File: config.mk
export PLATFORM = sky130hd
export DESIGN_NAME = lsu_top
export DESIGN_NICKNAME = d
export VERILOG_FILES = /design/src/verilog/lsu_state_pkg.sv /design/src/verilog/lsu_bus_pkg.sv /design/src/verilog/lsu_sequencer.sv /design/src/verilog/lsu_address.sv /design/src/verilog/lsu_data.sv /design/src/verilog/lsu_top.sv
export VERILOG_INCLUDE_DIRS = /design/src /design/src/verilog
export SDC_FILE = /design/constraint.sdc
export NUM_CORES = 1
export LEC_CHECK = 0
export ABC_AREA = 1
export BUFFER_PORTS_ARGS = -buffer_cell sky130_fd_sc_hd__buf_2
export CORE_UTILIZATION = 49
export DETAILED_ROUTE_END_ITERATION = 6
export GPL_TIMING_DRIVEN = 0
export PLACE_DENSITY = 0.78
export SYNTH_ARGS = -nofsm -noshare
export SYNTH_HDL_FRONTEND = slang
export SYNTH_SLANG_ARGS = --single-unit
File: constraint.sdc
create_clock -name clk -period 2.5 [get_ports clk]
set_input_delay 0 -clock clk [delete_from_list [all_inputs] [get_ports clk]]
set_output_delay 0 -clock clk [all_outputs]
set_load 0.005 [all_outputs]
File: src/verilog/lsu_params.svh
/* Load/store unit sizing
   Data width, bus word address width, segment shift and lane count */

`ifndef LSU_PARAMS_SVH
`define LSU_PARAMS_SVH

`default_nettype none

// Register and bus data width
`define LSU_DATA_W 16

// Word address on the bus, byte address bits 19 down to 1
`define LSU_ADDR_W 19

// Segment lands 4 bits up in the byte address, so 3 in the word address
`define LSU_SEG_SHIFT 3

// Byte lanes on the data bus
`define LSU_LANES 2

`default_nettype wire

`endif

File: src/verilog/lsu_state_pkg.sv
/* Sequencer state encoding for the load/store unit */

`default_nettype none

package lsu_state_pkg;

  // ==================================================
  // Bus sequencer states
  // ==================================================
  // BEAT states are the first cycle of a beat, WAIT states hold it
  // until the acknowledge arrives
  typedef enum logic [2:0] {
    ST_IDLE  = 3'd0,
    ST_BEAT1 = 3'd1,
    ST_WAIT1 = 3'd2,
    // Bus released for one cycle between the two halves of a split word
    ST_GAP   = 3'd3,
    ST_BEAT2 = 3'd4,
    ST_WAIT2 = 3'd5
  } lsu_state_t;

endpackage

`default_nettype wire

File: src/verilog/lsu_bus_pkg.sv
/* Bus beat kinds and byte lane masks shared by the sequencer and data path */

`include "lsu_params.svh"

`default_nettype none

package lsu_bus_pkg;

  // ==================================================
  // Beat kind issued to the data path
  // ==================================================
  typedef enum logic [2:0] {
    OP_NONE         = 3'd0,
    OP_WORD         = 3'd1,
    OP_BYTE_EVEN    = 3'd2,
    OP_BYTE_ODD     = 3'd3,
    // Odd word access, low byte first on the high lane
    OP_SPLIT_FIRST  = 3'd4,
    // Then high byte on the low lane of the next word
    OP_SPLIT_SECOND = 3'd5
  } bus_op_t;

  // Lane mask, bit 1 is the high lane
  typedef logic [`LSU_LANES-1:0] lane_sel_t;

  localparam lane_sel_t LANE_NONE = 2'b00;
  localparam lane_sel_t LANE_LO   = 2'b01;
  localparam lane_sel_t LANE_HI   = 2'b10;
  localparam lane_sel_t LANE_BOTH = 2'b11;

endpackage

`default_nettype wire

File: src/verilog/lsu_sequencer.sv
/* Load/store sequencer
   Orders one or two bus beats per request and flags completion */

`timescale 1ns/1ps
`default_nettype none

module lsu_sequencer (
  input  logic                 clk,
  input  logic                 reset,
  input  logic                 mem_read,
  input  logic                 mem_write,
  input  logic                 is_8bit,
  input  logic                 odd_offset,
  input  logic                 m_ack,
  output logic                 busy,
  output logic                 m_access,
  output logic                 m_wr_en,
  output logic                 start,
  output logic                 advance,
  output logic                 finish,
  output logic                 capture,
  output lsu_bus_pkg::bus_op_t beat_op
);
  import lsu_state_pkg::*;
  import lsu_bus_pkg::*;

  lsu_state_t state;
  logic       complete;
  logic       write_q;
  logic       byte_q;
  logic       request;
  logic       split;
  logic       ack_beat1;
  logic       ack_beat2;
  bus_op_t    first_op;

  // Kind of the first beat from width and offset parity
  function automatic bus_op_t first_beat_op(input logic is_byte, input logic odd);
    if (is_byte) begin
      return odd ? OP_BYTE_ODD : OP_BYTE_EVEN;
    end
    return odd ? OP_SPLIT_FIRST : OP_WORD;
  endfunction

  // ==================================================
  // Handshake decode
  // ==================================================
  assign request  = mem_read | mem_write;
  // Complete masks the still-held request for one cycle
  assign busy     = request & ~complete;
  assign m_access = (state == ST_BEAT1) || (state == ST_WAIT1) ||
                    (state == ST_BEAT2) || (state == ST_WAIT2);
  assign m_wr_en  = m_access & write_q;

  // Only a word at an odd offset needs two beats
  assign split    = ~byte_q & odd_offset;
  assign first_op = first_beat_op(byte_q, odd_offset);

  assign start     = (state == ST_IDLE) & request & ~complete;
  assign ack_beat1 = ((state == ST_BEAT1) || (state == ST_WAIT1)) & m_ack;
  assign ack_beat2 = ((state == ST_BEAT2) || (state == ST_WAIT2)) & m_ack;
  assign advance   = ack_beat1 & split;
  assign finish    = (ack_beat1 & ~split) | ack_beat2;
  assign capture   = (ack_beat1 | ack_beat2) & ~write_q;

  // Beat kind for the bus registers in the next cycle
  always_comb begin
    case (state)
      ST_IDLE: beat_op = start ? first_beat_op(is_8bit, odd_offset) : OP_NONE;
      ST_BEAT1, ST_WAIT1: begin
        if (!m_ack) begin
          beat_op = first_op;
        end else if (split) begin
          beat_op = OP_SPLIT_SECOND;
        end else begin
          beat_op = OP_NONE;
        end
      end
      ST_GAP: beat_op = OP_SPLIT_SECOND;
      ST_BEAT2, ST_WAIT2: beat_op = m_ack ? OP_NONE : OP_SPLIT_SECOND;
      default: beat_op = OP_NONE;
    endcase
  end

  // ==================================================
  // State register
  // ==================================================
  always_ff @(posedge clk or posedge reset) begin
    if (reset) begin
      state    <= ST_IDLE;
      complete <= 1'b0;
      write_q  <= 1'b0;
      byte_q   <= 1'b0;
    end else begin
      // One-cycle pulse after the last acknowledge
      complete <= finish;
      case (state)
        ST_IDLE: begin
          if (start) begin
            // Read wins if both are raised
            write_q <= mem_write & ~mem_read;
            byte_q  <= is_8bit;
            state   <= ST_BEAT1;
          end
        end
        ST_BEAT1, ST_WAIT1: begin
          if (m_ack) begin
            state <= split ? ST_GAP : ST_IDLE;
          end else begin
            state <= ST_WAIT1;
          end
        end
        ST_GAP: state <= ST_BEAT2;
        ST_BEAT2, ST_WAIT2: state <= m_ack ? ST_IDLE : ST_WAIT2;
        default: state <= ST_IDLE;
      endcase
    end
  end

endmodule

`default_nettype wire

File: src/verilog/lsu_address.sv
/* Load/store address path
   MAR, segment plus offset pre-computation and the bus address register */

`include "lsu_params.svh"

`timescale 1ns/1ps
`default_nettype none

module lsu_address (
  input  logic                   clk,
  input  logic                   reset,
  input  logic                   write_mar,
  input  logic                   start,
  input  logic                   advance,
  input  logic                   finish,
  input  logic [`LSU_DATA_W-1:0] segment,
  input  logic [`LSU_DATA_W-1:0] mar_in,
  output logic [`LSU_DATA_W-1:0] mar_out,
  output logic                   odd_offset,
  output logic [`LSU_ADDR_W-1:0] m_addr
);
  localparam int DATA_W = `LSU_DATA_W;
  localparam int ADDR_W = `LSU_ADDR_W;

  logic [DATA_W-1:0] mar;
  logic [ADDR_W-1:0] phys_addr;

  // MAR and word address, the add stays off the bus path
  always_ff @(posedge clk or posedge reset) begin
    if (reset) begin
      mar       <= '0;
      phys_addr <= '0;
    end else if (write_mar) begin
      mar       <= mar_in;
      phys_addr <= (ADDR_W'(segment) << `LSU_SEG_SHIFT) + ADDR_W'(mar_in[DATA_W-1:1]);
    end
  end

  // Bus address, steps once for the second half of a split word
  always_ff @(posedge clk or posedge reset) begin
    if (reset) begin
      m_addr <= '0;
    end else if (start) begin
      m_addr <= phys_addr;
    end else if (advance) begin
      m_addr <= m_addr + ADDR_W'(1);
    end else if (finish) begin
      m_addr <= '0;
    end
  end

  assign mar_out    = mar;
  assign odd_offset = mar[0];

endmodule

`default_nettype wire

File: src/verilog/lsu_data.sv
/* Load/store data path
   MDR, write lane steering, byte selects and read data merge */

`include "lsu_params.svh"

`timescale 1ns/1ps
`default_nettype none

module lsu_data (
  input  logic                   clk,
  input  logic                   reset,
  input  logic                   write_mdr,
  input  logic [`LSU_DATA_W-1:0] mdr_in,
  input  logic [`LSU_DATA_W-1:0] m_data_in,
  input  lsu_bus_pkg::bus_op_t   beat_op,
  input  logic                   capture,
  output logic [`LSU_DATA_W-1:0] mdr_out,
  output logic [`LSU_DATA_W-1:0] m_data_out,
  output lsu_bus_pkg::lane_sel_t m_bytesel
);
  import lsu_bus_pkg::*;

  localparam int DATA_W = `LSU_DATA_W;
  localparam int BYTE_W = DATA_W / `LSU_LANES;

  logic [DATA_W-1:0] mdr;
  logic [DATA_W-1:0] wdata_next;
  lane_sel_t         sel_next;
  // Kind of the beat now on the bus, picks the merge on capture
  bus_op_t           cur_op;

  // ==================================================
  // Write lane steering
  // ==================================================
  always_comb begin
    case (beat_op)
      OP_WORD: begin
        sel_next   = LANE_BOTH;
        wdata_next = mdr;
      end
      OP_BYTE_EVEN: begin
        sel_next   = LANE_LO;
        wdata_next = {{BYTE_W{1'b0}}, mdr[BYTE_W-1:0]};
      end
      OP_BYTE_ODD, OP_SPLIT_FIRST: begin
        sel_next   = LANE_HI;
        wdata_next = {mdr[BYTE_W-1:0], {BYTE_W{1'b0}}};
      end
      OP_SPLIT_SECOND: begin
        sel_next   = LANE_LO;
        wdata_next = {{BYTE_W{1'b0}}, mdr[DATA_W-1:BYTE_W]};
      end
      default: begin
        sel_next   = LANE_NONE;
        wdata_next = '0;
      end
    endcase
  end

  always_ff @(posedge clk or posedge reset) begin
    if (reset) begin
      cur_op     <= OP_NONE;
      m_data_out <= '0;
      m_bytesel  <= LANE_NONE;
    end else begin
      cur_op     <= beat_op;
      m_data_out <= wdata_next;
      m_bytesel  <= sel_next;
    end
  end

  // ==================================================
  // MDR with read merge
  // ==================================================
  always_ff @(posedge clk or posedge reset) begin
    if (reset) begin
      mdr <= '0;
    end else if (capture) begin
      case (cur_op)
        OP_WORD:         mdr <= m_data_in;
        OP_BYTE_EVEN:    mdr <= {{BYTE_W{1'b0}}, m_data_in[BYTE_W-1:0]};
        OP_BYTE_ODD:     mdr <= {{BYTE_W{1'b0}}, m_data_in[DATA_W-1:BYTE_W]};
        OP_SPLIT_FIRST:  mdr[BYTE_W-1:0] <= m_data_in[DATA_W-1:BYTE_W];
        OP_SPLIT_SECOND: mdr[DATA_W-1:BYTE_W] <= m_data_in[BYTE_W-1:0];
        default:         mdr <= mdr;
      endcase
    end else if (write_mdr) begin
      mdr <= mdr_in;
    end
  end

  assign mdr_out = mdr;

endmodule

`default_nettype wire

File: src/verilog/lsu_top.sv
/* Load/store unit top level
   Joins the sequencer, address path and data path */

`include "lsu_params.svh"

`timescale 1ns/1ps
`default_nettype none

module lsu_top (
  input  logic                   clk,
  input  logic                   reset,
  // Microcode side
  input  logic                   write_mar,
  input  logic [`LSU_DATA_W-1:0] segment,
  input  logic [`LSU_DATA_W-1:0] mar_in,
  output logic [`LSU_DATA_W-1:0] mar_out,
  input  logic                   write_mdr,
  input  logic [`LSU_DATA_W-1:0] mdr_in,
  output logic [`LSU_DATA_W-1:0] mdr_out,
  input  logic                   mem_read,
  input  logic                   mem_write,
  input  logic                   is_8bit,
  output logic                   busy,
  // Memory bus
  output logic [`LSU_ADDR_W-1:0] m_addr,
  output logic [`LSU_DATA_W-1:0] m_data_out,
  output logic                   m_access,
  output logic                   m_wr_en,
  output lsu_bus_pkg::lane_sel_t m_bytesel,
  input  logic [`LSU_DATA_W-1:0] m_data_in,
  input  logic                   m_ack
);
  import lsu_bus_pkg::*;

  logic    start;
  logic    advance;
  logic    finish;
  logic    capture;
  logic    odd_offset;
  bus_op_t beat_op;

  lsu_sequencer seq0 (
    .clk        (clk),
    .reset      (reset),
    .mem_read   (mem_read),
    .mem_write  (mem_write),
    .is_8bit    (is_8bit),
    .odd_offset (odd_offset),
    .m_ack      (m_ack),
    .busy       (busy),
    .m_access   (m_access),
    .m_wr_en    (m_wr_en),
    .start      (start),
    .advance    (advance),
    .finish     (finish),
    .capture    (capture),
    .beat_op    (beat_op)
  );

  lsu_address addr0 (
    .clk        (clk),
    .reset      (reset),
    .write_mar  (write_mar),
    .start      (start),
    .advance    (advance),
    .finish     (finish),
    .segment    (segment),
    .mar_in     (mar_in),
    .mar_out    (mar_out),
    .odd_offset (odd_offset),
    .m_addr     (m_addr)
  );

  lsu_data data0 (
    .clk        (clk),
    .reset      (reset),
    .write_mdr  (write_mdr),
    .mdr_in     (mdr_in),
    .m_data_in  (m_data_in),
    .beat_op    (beat_op),
    .capture    (capture),
    .mdr_out    (mdr_out),
    .m_data_out (m_data_out),
    .m_bytesel  (m_bytesel)
  );

endmodule

`default_nettype wire

==> impl_metrics.py <==
metrics = {
    "setup_path": {
        "cp.arrival_ns": 2.16,
        "critPathMostFrequentCell": "nand3_1",
        "rr_startpoint": "addr0.mar_out[0]",
        "r2r_setup_slack_ns": 0.71,
        "worstPathRequired_ns": 2.73,
        "critPathKind": "in2reg",
        "critPathCaptureType": "flop",
        "reg2reg_depth": 9,
        "cp-start-kind": "input pin",
        "slowest_stage": "dlygate4sd3_1",
        "max_stage_delay_ns": 0.54,
        "r2r-end": "data0.m_data_out[15]",
        "cp_max_fo": 3,
        "path_cells": "dlygate4sd3_1 -> buf_2 -> ha_1 -> inv_1 -> fa_1 -> o21ai_0 -> nand3_1 -> nand3_1 -> nand2_1 -> nand3_1 -> nand2_1",
    },
    "floorplan": {
        "die_y_um": 110,
        "dieArea_um2": 12100,
        "io_pins": 144,
        "core_area_um2": 11400,
        "fp.dieW_um": 110,
        "rows": 39,
        "start_util": 0.502,
    },
    "yosys": {
        "synth_top_flop_cell": "dfrtp_1",
        "yosys-top-cells-area": "dfrtp_1 41%, nand2_1 21%, nand3_1 8.4%, inv_1 4.7%, o21ai_0 3.4%",
        "synth_top_area_share": 0.411,
        "synth_cell_type_count": 40,
        "synth_edf_count": 0,
        "syn_area_per_cell_um2": 7.11,
        "synthesis.area_um2": 5730,
        "synth_async_sr_flop_share": 1.00,
        "yosys_register_bits": 94,
        "syn-instance-count": 805,
        "yosys_warnings": 0,
        "seq_area_frac_synth": 0.411,
        "post-synth-top-area-cell": "dfrtp_1",
        "syn_nets": 893,
    },
    "status": {
        "outcome": "finished clean",
    },
    "place": {
        "port-buffer-count": 143,
        "dp_hpwl_um": 11700,
        "dp_cells": 1092,
        "place_area_um2": 6650,
        "gp_congestion": 0.880,
        "pre_cts_slack_ns": 0.754,
    },
    "sta": {
        "fmax_ghz": 0.519,
        "tightest_slew_ns": 0.569,
        "tns_ns": 0,
        "skew_ns": 0.00713,
        "grt_setup_unrepaired": "false",
        "fin_crit_ns": 1.93,
        "max_slew_margin": 0.621,
        "drv_slew": 0,
        "layout_worst_path_cycle_share": 0.770,
        "finalHoldViolations": 0,
        "setup_viol": 0,
        "setup_ws_ns": 0.574,
    },
    "cts": {
        "insertion_delay_ns": 0.35,
        "clk_pin_slew_ns": 0.06,
        "clock_sinks": 94,
        "cts.repair.resized": 0,
        "cts_buffer_depth": 2,
        "htree_levels": 3,
        "post_cts_buffers": 0,
        "cts-root-buf": "clkbuf_16",
        "cts_tree": "yes",
        "cts_made_buffers": 9,
        "cts-hold-fix-buffers": 39,
    },
    "detailed_routing": {
        "drtAntennaViolNets": 0,
        "wl_um": 16000,
        "wl_per_cell_um": 14.0,
        "vias": 5951,
        "avgViaCountPerCell": 5.19,
        "drc": 0,
        "dr.pass1.iters": 5,
        "drt_iter0_markers": 363,
    },
    "grt": {
        "antenna_found_initial": 0,
        "grt_pass1_wl_um": 25600,
        "track_usage": 0.276,
        "grt_max_degree": 58,
        "overflow": 0,
        "grt_pass1_vias": 5330,
    },
    "worst_hold_path": {
        "hold_depth": 4,
        "min_path_type": "in2reg",
        "hp-start": "segment[0]",
        "whs_endpoint": "addr0.phys_addr[3]",
    },
    "layout": {
        "layout-drive-gt1-share": 0.209,
        "final_common_cell": "nand2_1",
        "stdcell_count": 1146,
        "final_cell_mix": "322 x nand2_1, 150 x buf_2, 96 x nand3_1",
        "utilization": 0.642,
        "diodes": 0,
        "area_growth_pct": 28.0,
        "fin_nets": 1087,
        "design_area_um2": 7330,
    },
    "power_and_ir_drop": {
        "power.density_nw_per_um2": 984,
        "peakVddDrop_mv": 0.586,
        "p_leak_nw": 4.02,
    },
    "run": {
        "cap_violations": 0,
    },
}
state kept, by name, summed over array words and instances (netlist names):
signal            count
addr0.m_addr         19
data0.mdr_out        16
data0.cur_op          3
data0.m_bytesel       2
data0.m_data_out     16
seq0.write_q          1
seq0.byte_q           1
addr0.mar_out        13
seq0.complete         1
seq0.state            3
addr0.phys_addr      19
metal layers:
metal / vias up / part of all wire / GRT usage
met1: 2686 / 0.46 / 0.399
li1: 3005 / - / -
met2: 240 / 0.45 / 0.421
met3: 20 / 0.074 / 0.0429
met4: 0 / 0.017 / 0.0987
met5: - / 0 / 0
synth_stat cells, drive strengths merged, types with 2 or more instances:
cell type	instances
a31oi	2
o211ai	7
or2	4
a22oi	5
nand3	99
a21oi	14
nand2	332
xnor2	2
nand3b	8
ha	15
and2	2
nand4	24
o21ai	42
inv	77
clkbuf	7
nor2	37
o21bai	2
buf	17
dfrtp	94
nor3	8
where the power goes:
part	leakage, nW	switching, mW	internal (mW)
Sequential	1.18	0.478	2.00
Clock	0.141	0.597	0.795
Combinational	2.70	2.09	1.24
Total	4.02	3.17	4.04
layout make-up:
type / count / area (um^2)
Buffer: 24 / 140
Clock buffer: 11 / 243
Clock inverter: 4 / 47.5
Fill cell: 1062 / 4090
Inverter: 78 / 302
Multi-Input combinational cell: 609 / 2940
Sequential cell: 94 / 2350
Tap cell: 143 / 179
Timing Repair Buffer: 183 / 1130
worst max-delay path: cells and delay by family:
family | cells | cell delay (ns)
buf+inv | 3 | 0.75
fa+ha+maj | 2 | 0.62
simple gates | 5 | 0.46
compound gates | 1 | 0.31
worst max-delay path by stage:
stage | start | to | slack (ns) | cells after the start
4_1_cts | mar_in[4] | addr0.phys_addr[15] | 0.57 | 11
5_1_grt | mar_in[4] | addr0.phys_addr[15] | 0.46 | 11
3_5_place_dp | mar_in[4] | addr0.phys_addr[15] | 0.75 | 10
2_1_floorplan | reset | addr0.m_addr[0] | 0.05 | 1
3_3_place_gp | reset | addr0.m_addr[14] | -1.04 | 2
6_report | mar_in[4] | addr0.phys_addr[15] | 0.57 | 11
cell families after synthesis:
family	after synthesis	share of synthesized area
and+or+nand+nor	514	0.394
buffers and inverters	102	0.0767
DFF	94	0.411
AOI/OAI and AO/OA	77	0.0793
adders and majority gates	16	0.0363
xor gates and xnor gates	2	0.00306
stage by stage:
| step | hold slack [ns] | total power, mW |
|---|---|---|
| final | 0.0506 | 7.21 |
| after global routing | 0.0771 | 7.78 |
| after CTS | 0.0453 | 7.18 |
| after detailed placement | 0.0723 | 5.74 |
| after global placement | 0.200 | 5.67 |
| after floorplan | 0.110 | 4.61 |
(Power assumes the default switching activity.)
